### src/pipe_config.svh
`ifndef PIPE_CONFIG_SVH
`define PIPE_CONFIG_SVH

// Datapath width in bits
`define PIPE_XLEN 16

// Architectural registers, r0 reads as zero
`define PIPE_NREGS 8

// Memory depths in words
`define PIPE_IMEM_DEPTH 64
`define PIPE_DMEM_DEPTH 16

// Tracker tag width, tags wrap at 2**PIPE_TAG_W
`define PIPE_TAG_W 3

// Cycle and latency counter width
`define PIPE_CNT_W 16

`endif
### src/isa_pkg.sv
`include "pipe_config.svh"

package isa_pkg;

    localparam int PC_W  = $clog2(`PIPE_IMEM_DEPTH);
    localparam int REG_W = $clog2(`PIPE_NREGS);

    typedef logic [PC_W-1:0]       pc_t;
    typedef logic [REG_W-1:0]      reg_idx_t;
    typedef logic [`PIPE_XLEN-1:0] xword_t;

    typedef enum logic [3:0] {
        NOP   = 4'd0,
        ADD   = 4'd1,
        SUB   = 4'd2,
        ADDI  = 4'd3,
        LOAD  = 4'd4,
        STORE = 4'd5,
        HALT  = 4'd6
    } opcode_t;

    // 16-bit instruction word
    typedef struct packed {
        opcode_t    opcode;
        reg_idx_t   rd;
        reg_idx_t   rs1;
        logic [5:0] field;  // rs2 in the low bits, or a signed immediate
    } instr_t;

    typedef struct packed {
        logic     valid;
        opcode_t  opcode;
        reg_idx_t rd;
        reg_idx_t rs1;
        reg_idx_t rs2;
        xword_t   rs1_val;
        xword_t   rs2_val;
        xword_t   imm;
        logic     we;
        pc_t      pc;
    } dec_op_t;

endpackage

### src/trace_pkg.sv
`include "pipe_config.svh"

package trace_pkg;

    typedef logic [`PIPE_TAG_W-1:0] tag_t;
    typedef logic [`PIPE_CNT_W-1:0] cnt_t;

    // What leaves the writeback stage each cycle
    typedef struct packed {
        logic              valid;
        logic              is_halt;
        logic              we;
        isa_pkg::reg_idx_t rd;
        isa_pkg::xword_t   value;
    } wb_event_t;

    // One record per retired instruction
    typedef struct packed {
        tag_t              tag;
        isa_pkg::pc_t      pc;
        logic [3:0]        stall_cycles;
        cnt_t              latency;
        logic              we;
        isa_pkg::reg_idx_t rd;
        isa_pkg::xword_t   value;
    } retire_rec_t;

endpackage

### src/pipe_top.sv
`timescale 1ns/1ns

module pipe_top (
    input  logic                   clk,
    input  logic                   rst,
    input  logic                   run,
    input  logic                   imem_we,
    input  isa_pkg::pc_t           imem_addr,
    input  isa_pkg::instr_t        imem_wdata,
    output logic                   retire_valid,
    output trace_pkg::retire_rec_t retire,
    output logic                   done
);
    import isa_pkg::*;
    import trace_pkg::*;

    logic      fetch_fire;
    pc_t       fetch_pc;
    instr_t    fetch_word;
    logic      fetch_word_valid;
    logic      stall;
    dec_op_t   dec_op;
    dec_op_t   ex_op;
    logic      rf_we;
    reg_idx_t  rf_waddr;
    xword_t    rf_wdata;
    wb_event_t wb_event;

    instr_fetch u_fetch (
        .clk              (clk),
        .rst              (rst),
        .run              (run),
        .imem_we          (imem_we),
        .imem_addr        (imem_addr),
        .imem_wdata       (imem_wdata),
        .stall            (stall),
        .fetch_fire       (fetch_fire),
        .fetch_pc         (fetch_pc),
        .fetch_word       (fetch_word),
        .fetch_word_valid (fetch_word_valid)
    );

    instr_decode u_decode (
        .clk              (clk),
        .rst              (rst),
        .fetch_word       (fetch_word),
        .fetch_word_valid (fetch_word_valid),
        .fetch_pc         (fetch_pc),
        .ex_op            (ex_op),
        .rf_we            (rf_we),
        .rf_waddr         (rf_waddr),
        .rf_wdata         (rf_wdata),
        .stall            (stall),
        .dec_op           (dec_op)
    );

    exec_mem_wb u_exec (
        .clk      (clk),
        .rst      (rst),
        .dec_op   (dec_op),
        .ex_op    (ex_op),
        .rf_we    (rf_we),
        .rf_waddr (rf_waddr),
        .rf_wdata (rf_wdata),
        .wb_event (wb_event)
    );

    pipeline_tracker u_tracker (
        .clk          (clk),
        .rst          (rst),
        .fetch_fire   (fetch_fire),
        .fetch_pc     (fetch_pc),
        .stall        (stall),
        .wb_event     (wb_event),
        .retire_valid (retire_valid),
        .retire       (retire),
        .done         (done)
    );

endmodule

### src/pipeline_tracker.sv
`timescale 1ns/1ns

module pipeline_tracker (
    input  logic                   clk,
    input  logic                   rst,
    input  logic                   fetch_fire,
    input  isa_pkg::pc_t           fetch_pc,
    input  logic                   stall,
    input  trace_pkg::wb_event_t   wb_event,
    output logic                   retire_valid,
    output trace_pkg::retire_rec_t retire,
    output logic                   done
);
    import isa_pkg::*;
    import trace_pkg::*;

    typedef struct packed {
        logic       valid;
        tag_t       tag;
        pc_t        pc;
        cnt_t       fetch_cyc;
        logic [3:0] stalls;
    } slot_t;

    slot_t f_q;
    slot_t d_q;
    slot_t e_q;
    slot_t m_q;
    slot_t w_q;
    slot_t f_new;
    tag_t  tag_cnt;
    cnt_t  cyc;

    always_comb begin
        f_new           = '0;
        f_new.valid     = fetch_fire;
        f_new.tag       = tag_cnt;
        f_new.pc        = fetch_pc;
        f_new.fetch_cyc = cyc;
    end

    always_ff @(posedge clk) begin
        if (rst) begin
            f_q     <= '0;
            d_q     <= '0;
            e_q     <= '0;
            m_q     <= '0;
            w_q     <= '0;
            tag_cnt <= '0;
            cyc     <= '0;
        end else begin
            cyc <= cyc + 1'b1;
            if (fetch_fire) begin
                tag_cnt <= tag_cnt + 1'b1;
            end
            if (stall) begin
                // Both held slots lose a cycle, execute gets a bubble
                if (f_q.valid) begin
                    f_q.stalls <= f_q.stalls + 1'b1;
                end
                d_q.stalls <= d_q.stalls + 1'b1;
                e_q        <= '0;
            end else begin
                f_q <= f_new;
                d_q <= f_q;
                e_q <= d_q;
            end
            m_q <= e_q;
            w_q <= m_q;
        end
    end

    always_ff @(posedge clk) begin
        if (rst) begin
            retire_valid <= 1'b0;
            done         <= 1'b0;
        end else begin
            retire_valid <= wb_event.valid;
            done         <= wb_event.valid & wb_event.is_halt;
        end
    end

    always_ff @(posedge clk) begin
        if (wb_event.valid) begin
            retire.tag          <= w_q.tag;
            retire.pc           <= w_q.pc;
            retire.stall_cycles <= w_q.stalls;
            retire.latency      <= cyc - w_q.fetch_cyc;
            retire.we           <= wb_event.we;
            retire.rd           <= wb_event.rd;
            retire.value        <= wb_event.value;
        end
    end

    // Slot model must stay in step with the real pipeline
    a_wb_slot_match: assert property (
        @(posedge clk) disable iff (rst) wb_event.valid == w_q.valid
    );

endmodule

### src/exec_mem_wb.sv
`timescale 1ns/1ns

`include "pipe_config.svh"

module exec_mem_wb (
    input  logic                  clk,
    input  logic                  rst,
    input  isa_pkg::dec_op_t      dec_op,
    output isa_pkg::dec_op_t      ex_op,
    output logic                  rf_we,
    output isa_pkg::reg_idx_t     rf_waddr,
    output isa_pkg::xword_t       rf_wdata,
    output trace_pkg::wb_event_t  wb_event
);
    import isa_pkg::*;
    import trace_pkg::*;

    localparam int DADDR_W = $clog2(`PIPE_DMEM_DEPTH);

    typedef struct packed {
        logic     valid;
        opcode_t  opcode;
        logic     we;
        reg_idx_t rd;
        xword_t   result;
        xword_t   store_data;
    } mem_reg_t;

    dec_op_t   ex_q;
    mem_reg_t  mem_q;
    wb_event_t wb_q;
    xword_t    dmem [`PIPE_DMEM_DEPTH];
    xword_t    op_a;
    xword_t    op_b;
    xword_t    alu_res;
    xword_t    mem_value;
    logic [DADDR_W-1:0] daddr;

    // Forward from memory first, then writeback, then the decode read
    function automatic xword_t fwd(input reg_idx_t idx, input xword_t rf_val);
        if (idx != '0 && mem_q.valid && mem_q.we && mem_q.rd == idx) begin
            return mem_q.result;
        end
        if (idx != '0 && wb_q.valid && wb_q.we && wb_q.rd == idx) begin
            return wb_q.value;
        end
        return rf_val;
    endfunction

    always_ff @(posedge clk) begin
        if (rst) begin
            ex_q.valid <= 1'b0;
        end else begin
            ex_q <= dec_op;
        end
    end

    always_comb begin
        op_a = fwd(ex_q.rs1, ex_q.rs1_val);
        op_b = fwd(ex_q.rs2, ex_q.rs2_val);
    end

    always_comb begin
        case (ex_q.opcode)
            ADD:                 alu_res = op_a + op_b;
            SUB:                 alu_res = op_a - op_b;
            ADDI, LOAD, STORE:   alu_res = op_a + ex_q.imm;
            default:             alu_res = '0;
        endcase
    end

    always_ff @(posedge clk) begin
        if (rst) begin
            mem_q.valid <= 1'b0;
        end else begin
            mem_q.valid      <= ex_q.valid;
            mem_q.opcode     <= ex_q.opcode;
            mem_q.we         <= ex_q.we;
            mem_q.rd         <= ex_q.rd;
            mem_q.result     <= alu_res;
            mem_q.store_data <= op_b;
        end
    end

    // Address wraps at the data memory depth
    assign daddr     = mem_q.result[DADDR_W-1:0];
    assign mem_value = (mem_q.opcode == LOAD) ? dmem[daddr] : mem_q.result;

    always_ff @(posedge clk) begin
        if (rst) begin
            for (int i = 0; i < `PIPE_DMEM_DEPTH; i++) begin
                dmem[i] <= '0;
            end
        end else if (mem_q.valid && mem_q.opcode == STORE) begin
            dmem[daddr] <= mem_q.store_data;
        end
    end

    always_ff @(posedge clk) begin
        if (rst) begin
            wb_q <= '0;
        end else begin
            wb_q.valid   <= mem_q.valid;
            wb_q.is_halt <= mem_q.valid && mem_q.opcode == HALT;
            wb_q.we      <= mem_q.we;
            // Non-writing instructions report rd and value as zero
            wb_q.rd      <= mem_q.we ? mem_q.rd : '0;
            wb_q.value   <= mem_q.we ? mem_value : '0;
        end
    end

    assign ex_op    = ex_q;
    assign rf_we    = wb_q.valid & wb_q.we;
    assign rf_waddr = wb_q.rd;
    assign rf_wdata = wb_q.value;
    assign wb_event = wb_q;

endmodule

### src/instr_decode.sv
`timescale 1ns/1ns

`include "pipe_config.svh"

module instr_decode (
    input  logic              clk,
    input  logic              rst,
    input  isa_pkg::instr_t   fetch_word,
    input  logic              fetch_word_valid,
    input  isa_pkg::pc_t      fetch_pc,
    input  isa_pkg::dec_op_t  ex_op,
    input  logic              rf_we,
    input  isa_pkg::reg_idx_t rf_waddr,
    input  isa_pkg::xword_t   rf_wdata,
    output logic              stall,
    output isa_pkg::dec_op_t  dec_op
);
    import isa_pkg::*;

    xword_t  rf [`PIPE_NREGS];
    pc_t     word_pc_q;
    dec_op_t dec_n;
    dec_op_t dec_q;
    logic    reads_rs1;
    logic    reads_rs2;

    // Register read with bypass of the write happening this cycle
    function automatic xword_t read_reg(input reg_idx_t idx);
        if (idx == '0) begin
            return '0;
        end
        if (rf_we && rf_waddr == idx) begin
            return rf_wdata;
        end
        return rf[idx];
    endfunction

    // fetch_pc is the address issued this cycle, so the PC of the word
    // arriving in the boundary register is one step behind it
    always_ff @(posedge clk) begin
        if (!stall) begin
            word_pc_q <= fetch_pc;
        end
    end

    always_comb begin
        dec_n        = '0;
        dec_n.valid  = fetch_word_valid;
        dec_n.opcode = fetch_word.opcode;
        dec_n.rd     = fetch_word.rd;
        dec_n.rs1    = fetch_word.rs1;
        dec_n.rs2    = fetch_word.field[REG_W-1:0];
        dec_n.imm    = {{(`PIPE_XLEN-6){fetch_word.field[5]}}, fetch_word.field};
        dec_n.pc     = word_pc_q;
        case (fetch_word.opcode)
            ADD, SUB, ADDI, LOAD: dec_n.we = 1'b1;
            default:              dec_n.we = 1'b0;
        endcase
    end

    always_ff @(posedge clk) begin
        if (rst) begin
            dec_q.valid <= 1'b0;
        end else if (!stall) begin
            dec_q <= dec_n;
        end
    end

    always_ff @(posedge clk) begin
        if (rst) begin
            for (int i = 0; i < `PIPE_NREGS; i++) begin
                rf[i] <= '0;
            end
        end else if (rf_we && rf_waddr != '0) begin
            rf[rf_waddr] <= rf_wdata;
        end
    end

    assign reads_rs1 = dec_q.opcode inside {ADD, SUB, ADDI, LOAD, STORE};
    assign reads_rs2 = dec_q.opcode inside {ADD, SUB, STORE};

    // Load-use: the LOAD result is only forwardable once it reaches writeback
    assign stall = dec_q.valid && ex_op.valid && ex_op.opcode == LOAD
                   && ex_op.rd != '0
                   && ((reads_rs1 && dec_q.rs1 == ex_op.rd)
                       || (reads_rs2 && dec_q.rs2 == ex_op.rd));

    always_comb begin
        dec_op         = dec_q;
        dec_op.valid   = dec_q.valid & ~stall;
        dec_op.rs1_val = read_reg(dec_q.rs1);
        dec_op.rs2_val = read_reg(dec_q.rs2);
    end

    // The held instruction sees the LOAD move to memory a cycle later
    a_stall_one_cycle: assert property (
        @(posedge clk) disable iff (rst) stall |=> !stall
    );

endmodule

### src/instr_fetch.sv
`timescale 1ns/1ns

`include "pipe_config.svh"

module instr_fetch (
    input  logic             clk,
    input  logic             rst,
    input  logic             run,
    input  logic             imem_we,
    input  isa_pkg::pc_t     imem_addr,
    input  isa_pkg::instr_t  imem_wdata,
    input  logic             stall,
    output logic             fetch_fire,
    output isa_pkg::pc_t     fetch_pc,
    output isa_pkg::instr_t  fetch_word,
    output logic             fetch_word_valid
);
    import isa_pkg::*;

    instr_t imem [`PIPE_IMEM_DEPTH];
    instr_t cur_word;
    pc_t    pc;
    logic   run_q;
    logic   active;

    assign cur_word = imem[pc];

    // No fetch in the cycle run rises, the PC is being cleared then
    assign fetch_fire = active & run & run_q & ~stall;
    assign fetch_pc   = pc;

    always_ff @(posedge clk) begin
        if (imem_we) begin
            imem[imem_addr] <= imem_wdata;
        end
    end

    always_ff @(posedge clk) begin
        if (rst) begin
            run_q            <= 1'b0;
            active           <= 1'b0;
            pc               <= '0;
            fetch_word_valid <= 1'b0;
        end else begin
            run_q <= run;
            if (run && !run_q) begin
                pc     <= '0;
                active <= 1'b1;
            end else if (fetch_fire) begin
                pc <= pc + 1'b1;
                // Stop after HALT until the next run edge
                if (cur_word.opcode == HALT) begin
                    active <= 1'b0;
                end
            end
            if (!stall) begin
                fetch_word_valid <= fetch_fire;
            end
        end
    end

    // Boundary register toward decode, held during a stall
    always_ff @(posedge clk) begin
        if (fetch_fire) begin
            fetch_word <= cur_word;
        end
    end

    a_no_load_while_running: assert property (
        @(posedge clk) disable iff (rst) imem_we |-> !run
    );

endmodule

### config.mk
export PLATFORM = sky130hd
export DESIGN_NAME = pipe_top
export DESIGN_NICKNAME = d
export VERILOG_FILES = /design/src/isa_pkg.sv /design/src/trace_pkg.sv /design/src/pipe_top.sv /design/src/pipeline_tracker.sv /design/src/exec_mem_wb.sv /design/src/instr_decode.sv /design/src/instr_fetch.sv
export VERILOG_INCLUDE_DIRS = /design/src /design/src/src
export SDC_FILE = /design/constraint.sdc
export NUM_CORES = 2
export LEC_CHECK = 0
export BUFFER_PORTS_ARGS = -buffer_cell sky130_fd_sc_hd__buf_4
export CAP_MARGIN = 40
export CORE_MARGIN = 2
export CORE_UTILIZATION = 45
export CTS_CLUSTER_DIAMETER = 100
export DETAILED_ROUTE_END_ITERATION = 8
export GPL_ROUTABILITY_DRIVEN = 0
export HOLD_SLACK_MARGIN = 0.15
export MAX_ROUTING_LAYER = met4
export PLACE_DENSITY_LB_ADDON = 0.12
export SLEW_MARGIN = 0
export SYNTH_ARGS = -nofsm -noshare
export SYNTH_HDL_FRONTEND = slang
export SYNTH_SLANG_ARGS = --single-unit
export TNS_END_PERCENT = 1
### constraint.sdc
create_clock -name clk -period 16.85 [get_ports clk]
set_input_delay 0 -clock clk [delete_from_list [all_inputs] [get_ports clk]]
set_output_delay 0 -clock clk [all_outputs]
set_load 0.005 [all_outputs]
==> results.yml <==
status:
  outcome: "complete, no violations"
synth:
  synth_common_cells: "edfxtp_1 (1579), mux4_2 (480), and2_1 (373)"
  avgSynthCellArea_um2: 17.9
  synth_cell_types: 76
  ys_seq_area_frac: 0.712
  async_reset_ff_frac: 0
  synth-edff-count: 1579
  post-synth-top-count-cell: "edfxtp_1"
  syn_area_um2: 72700
  synth_cells: 4060
  synth_top_area_frac: 0.652
  synth_area_leaders: "edfxtp_1 (65%), mux4_2 (15%), dfxtp_1 (5.9%), and2_1 (3.2%), nand2_1 (1.1%)"
  synth_seq_cells: 1795
  ys_warn_count: 0
  synth_area_leader_cell: "edfxtp_1"
  synth_ff_type: "edfxtp_1"
critical_path:
  reg2reg_to: "u_exec.mem_q[31]$_SDFFCE_PN0N_"
  critical_path_class: "reg -> reg"
  end_kind: "flop"
  r2r_setup_slack_ns: 10.37
  cp_max_fo: 31
  crit_arrival_ns: 7.14
  critPathSlowestCell: "or4_1"
  cp-start-kind: "flop"
  path_buf_inv: 3
  path_cells: "buf_12, nand2_1, or4_1, nor2_4, nand2_1, a31oi_1, inv_1, ha_1, a222oi_1, inv_1, ha_1, a211oi_1, nor2_1, o41a_1, a2111oi_0, o21bai_1, a21oi_1, o21ai_0, a31o_2, a21o_1, a21oi_2"
  r2r_start: "u_exec.wb_event[21]$_SDFF_PP0_"
  slowest_delay_ns: 0.78
  cp_top_family: "compound AO/OA/AOI/OAI gates"
  crit_required_ns: 17.50
  path_depth: 21
  reg2reg_depth: 21
clock_tree:
  insertion_delay_ns: 0.79
  cts_root_buffer: "clkbuf_16"
  cts_max_level: 4
  clockBufferDepth: 3
  path_clk_slew_ns: 0.06
  tritoncts: "done"
  cts-buffers-inserted: 186
  cts.sinks: 1795
  cts.repair.resized: 0
global_route:
  grt_pass1_wl_um: 259000
  grt_pass1_vias: 37400
  grt_usage: 0.223
  antenna_found_initial: 12
  grt_max_degree: 85
  grt_overflow: 0
routing:
  viasPerCell: 5.57
  via_count: 36700
  first_pass_iters: 7
  wl_per_cell_um: 26.8
  drt_drc_violations_left: 0
  routed_wl_um: 176000
  ant_nets: 0
  first_iter_violations: 3092
pwr:
  p_leak_nw: 27.3
  p_clk_frac: 0.426
  power_density_nw_per_um2: 113
  p_sw_frac: 0.211
  power_frac_seq: 0.533
  intPower_mw: 7.36
  vdd_drop_max_v: 0.000108
  p_sw_mw: 1.97
  combPwrFrac: 0.042
sta:
  setup_viol: 0
  fin_skew_ns: 0.0225
  maxSlewViolCount: 0
  maxSlewHeadroom: 0.403
  fin_crit_sh: 0.385
  rsz0062_at_grt: "no"
  worstMarginPinSlew_ns: 0.889
  layout_setup_ws_ns: 10.37
  fin_crit_ns: 6.48
  tns_ns: 0
  fmax_mhz: 154
  fin_hold_ws_ns: 0.236
  hold_viol_final: 0
floorplanning:
  die_w_um: 406
  die-area_um2: 165000
  dieHeight_um: 406
  initial_core_util: 0.453
  io-pin-count: 77
  core_area_um2: 161000
  rows: 147
layout:
  layout.nets: 4339
  layout-drive-gt1-share: 0.237
  regArea_um2: 51800
  n_fill_cell: 12900
  area_delta_synth_final_pct: 13.9
  fin_area_um2: 82800
  stdcell_count: 6588
  multi_input_area_um2: 19900
place:
  io_buffer_count: 76
  placed_area_um2: 76600
  pre_cts_slack_ns: 10.40
  placed_cells: 6216
  dp_hpwl_um: 104000
min_path:
  hold_path.startpoint: "rst"
  min_to: "u_tracker.m_q[3]$_SDFF_PP0_"
  min_path_type: "in -> reg"
  hold_depth: 3
flow_run:
  cap_violations: 0
-- placed cells by master, fill, tap and decap left out, types with 36 or more instances in the layout --
master	n
edfxtp_1	1579
mux4_2	480
and2_1	373
nand2_1	216
buf_4	210
dfxtp_1	207
clkbuf_16	191
nor2_1	188
a21oi_1	107
nor2b_1	70
mux2i_1	55
clkbuf_1	51
xor2_1	42
inv_1	42
o21ai_0	38
ha_1	37
and3_1	36
-- worst max-delay path by stage --
stage	start	to	slack, ns
2_1_floorplan	u_exec.wb_event[21]$_SDFF_PP0_	u_exec.mem_q[31]$_SDFFCE_PN0N_	10.53
6_report	u_exec.wb_event[21]$_SDFF_PP0_	u_exec.mem_q[31]$_SDFFCE_PN0N_	10.37
3_3_place_gp	u_exec.wb_event[21]$_SDFF_PP0_	u_exec.mem_q[31]$_SDFFCE_PN0N_	10.11
3_5_place_dp	u_exec.wb_event[21]$_SDFF_PP0_	u_exec.mem_q[31]$_SDFFCE_PN0N_	10.40
5_1_grt	u_exec.wb_event[21]$_SDFF_PP0_	u_exec.mem_q[31]$_SDFFCE_PN0N_	9.84
4_1_cts	u_exec.wb_event[21]$_SDFF_PP0_	u_exec.mem_q[31]$_SDFFCE_PN0N_	10.37
-- sequential cells by signal, summed over array words and instances (netlist names), 4 cells and up, named ones only --
register and count:
u_decode.dec_op 17, u_decode.rf 128, u_exec.daddr 4, u_exec.dmem 256, u_exec.ex_op 50, u_exec.mem_q 37
u_exec.rf_wdata 16, u_fetch.fetch_pc 6, u_fetch.fetch_word 16, u_fetch.imem 1024, u_tracker.cyc 16, u_tracker.d_q 29
u_tracker.e_q 29, u_tracker.f_q 30, u_tracker.m_q 29, u_tracker.retire 49, u_tracker.w_q 29
-- stage by stage --
stage / power, mW / util
floorplan: 5.27 / -
global placement: 5.44 / 0.474
detailed placement: 5.45 / 0.477
CTS: 9.44 / 0.516
global route: 9.63 / 0.516
finish: 9.33 / 0.516
-- layout make-up --
cell class              count  share of cell area
multi-input cells        1982               0.241
diodes                      4            0.000121
clock buffers             254              0.0620
inverters                  44             0.00205
clock inverters            84             0.00884
well taps                2160              0.0326
flip-flops and latches   1795               0.625
repair buffers            265              0.0285
-- cell families (layout without fill, tap and decap cells) --
group | after synthesis | count (layout) | synth area share
other | 1 | 20 | 0.0000516
buffers and inverters | 298 | 647 | 0.0162
AND/OR/NAND/NOR | 1041 | 1041 | 0.0755
AO/OA/AOI/OAI | 271 | 271 | 0.0232
flip-flops | 1795 | 1795 | 0.712
adder cells (fa/ha/maj) | 39 | 39 | 0.00692
XOR/XNOR | 73 | 73 | 0.00905
multiplexers | 542 | 542 | 0.157
-- layer usage --
layer	up-vias	GRT usage	wire length (um)
met5	-	-	0
met4	0	0.0518	3480
met3	261	0.0278	7290
met2	820	0.370	90000
met1	19300	0.297	75600
li1	16300	-	-
-- worst reg2reg max path: stages, from the launching register on --
cell	delay, ns
dfxtp_4	0.61
buf_12	0.29
nand2_1	0.25
or4_1	0.78
nor2_4	0.29
nand2_1	0.08
a31oi_1	0.31
inv_1	0.08
ha_1	0.27
a222oi_1	0.34
inv_1	0.14
ha_1	0.33
a211oi_1	0.25
nor2_1	0.13
o41a_1	0.37
a2111oi_0	0.70
o21bai_1	0.13
a21oi_1	0.26
o21ai_0	0.19
a31o_2	0.29
a21o_1	0.16
a21oi_2	0.12
-- power by group through the flow --
stage          sequential (mW)  combinational [mW]  clock [mW]
6_report                  4.97               0.388        3.97
5_1_grt                   4.98               0.419        4.23
4_1_cts                   4.97               0.395        4.07
3_5_place_dp              5.07               0.388           0
3_3_place_gp              5.06               0.378           0
2_1_floorplan             5.03               0.248           0
-- repair_timing --
| action | CTS | global route |
|---|---|---|
| setup buffers | 0 | 0 |
| hold endpoints to repair | 2209 | 0 |
| setup endpoints to repair | 0 | 0 |
| hold buffers | 30 | 0 |
No activity file was read; power rests on OpenSTA's default activity.
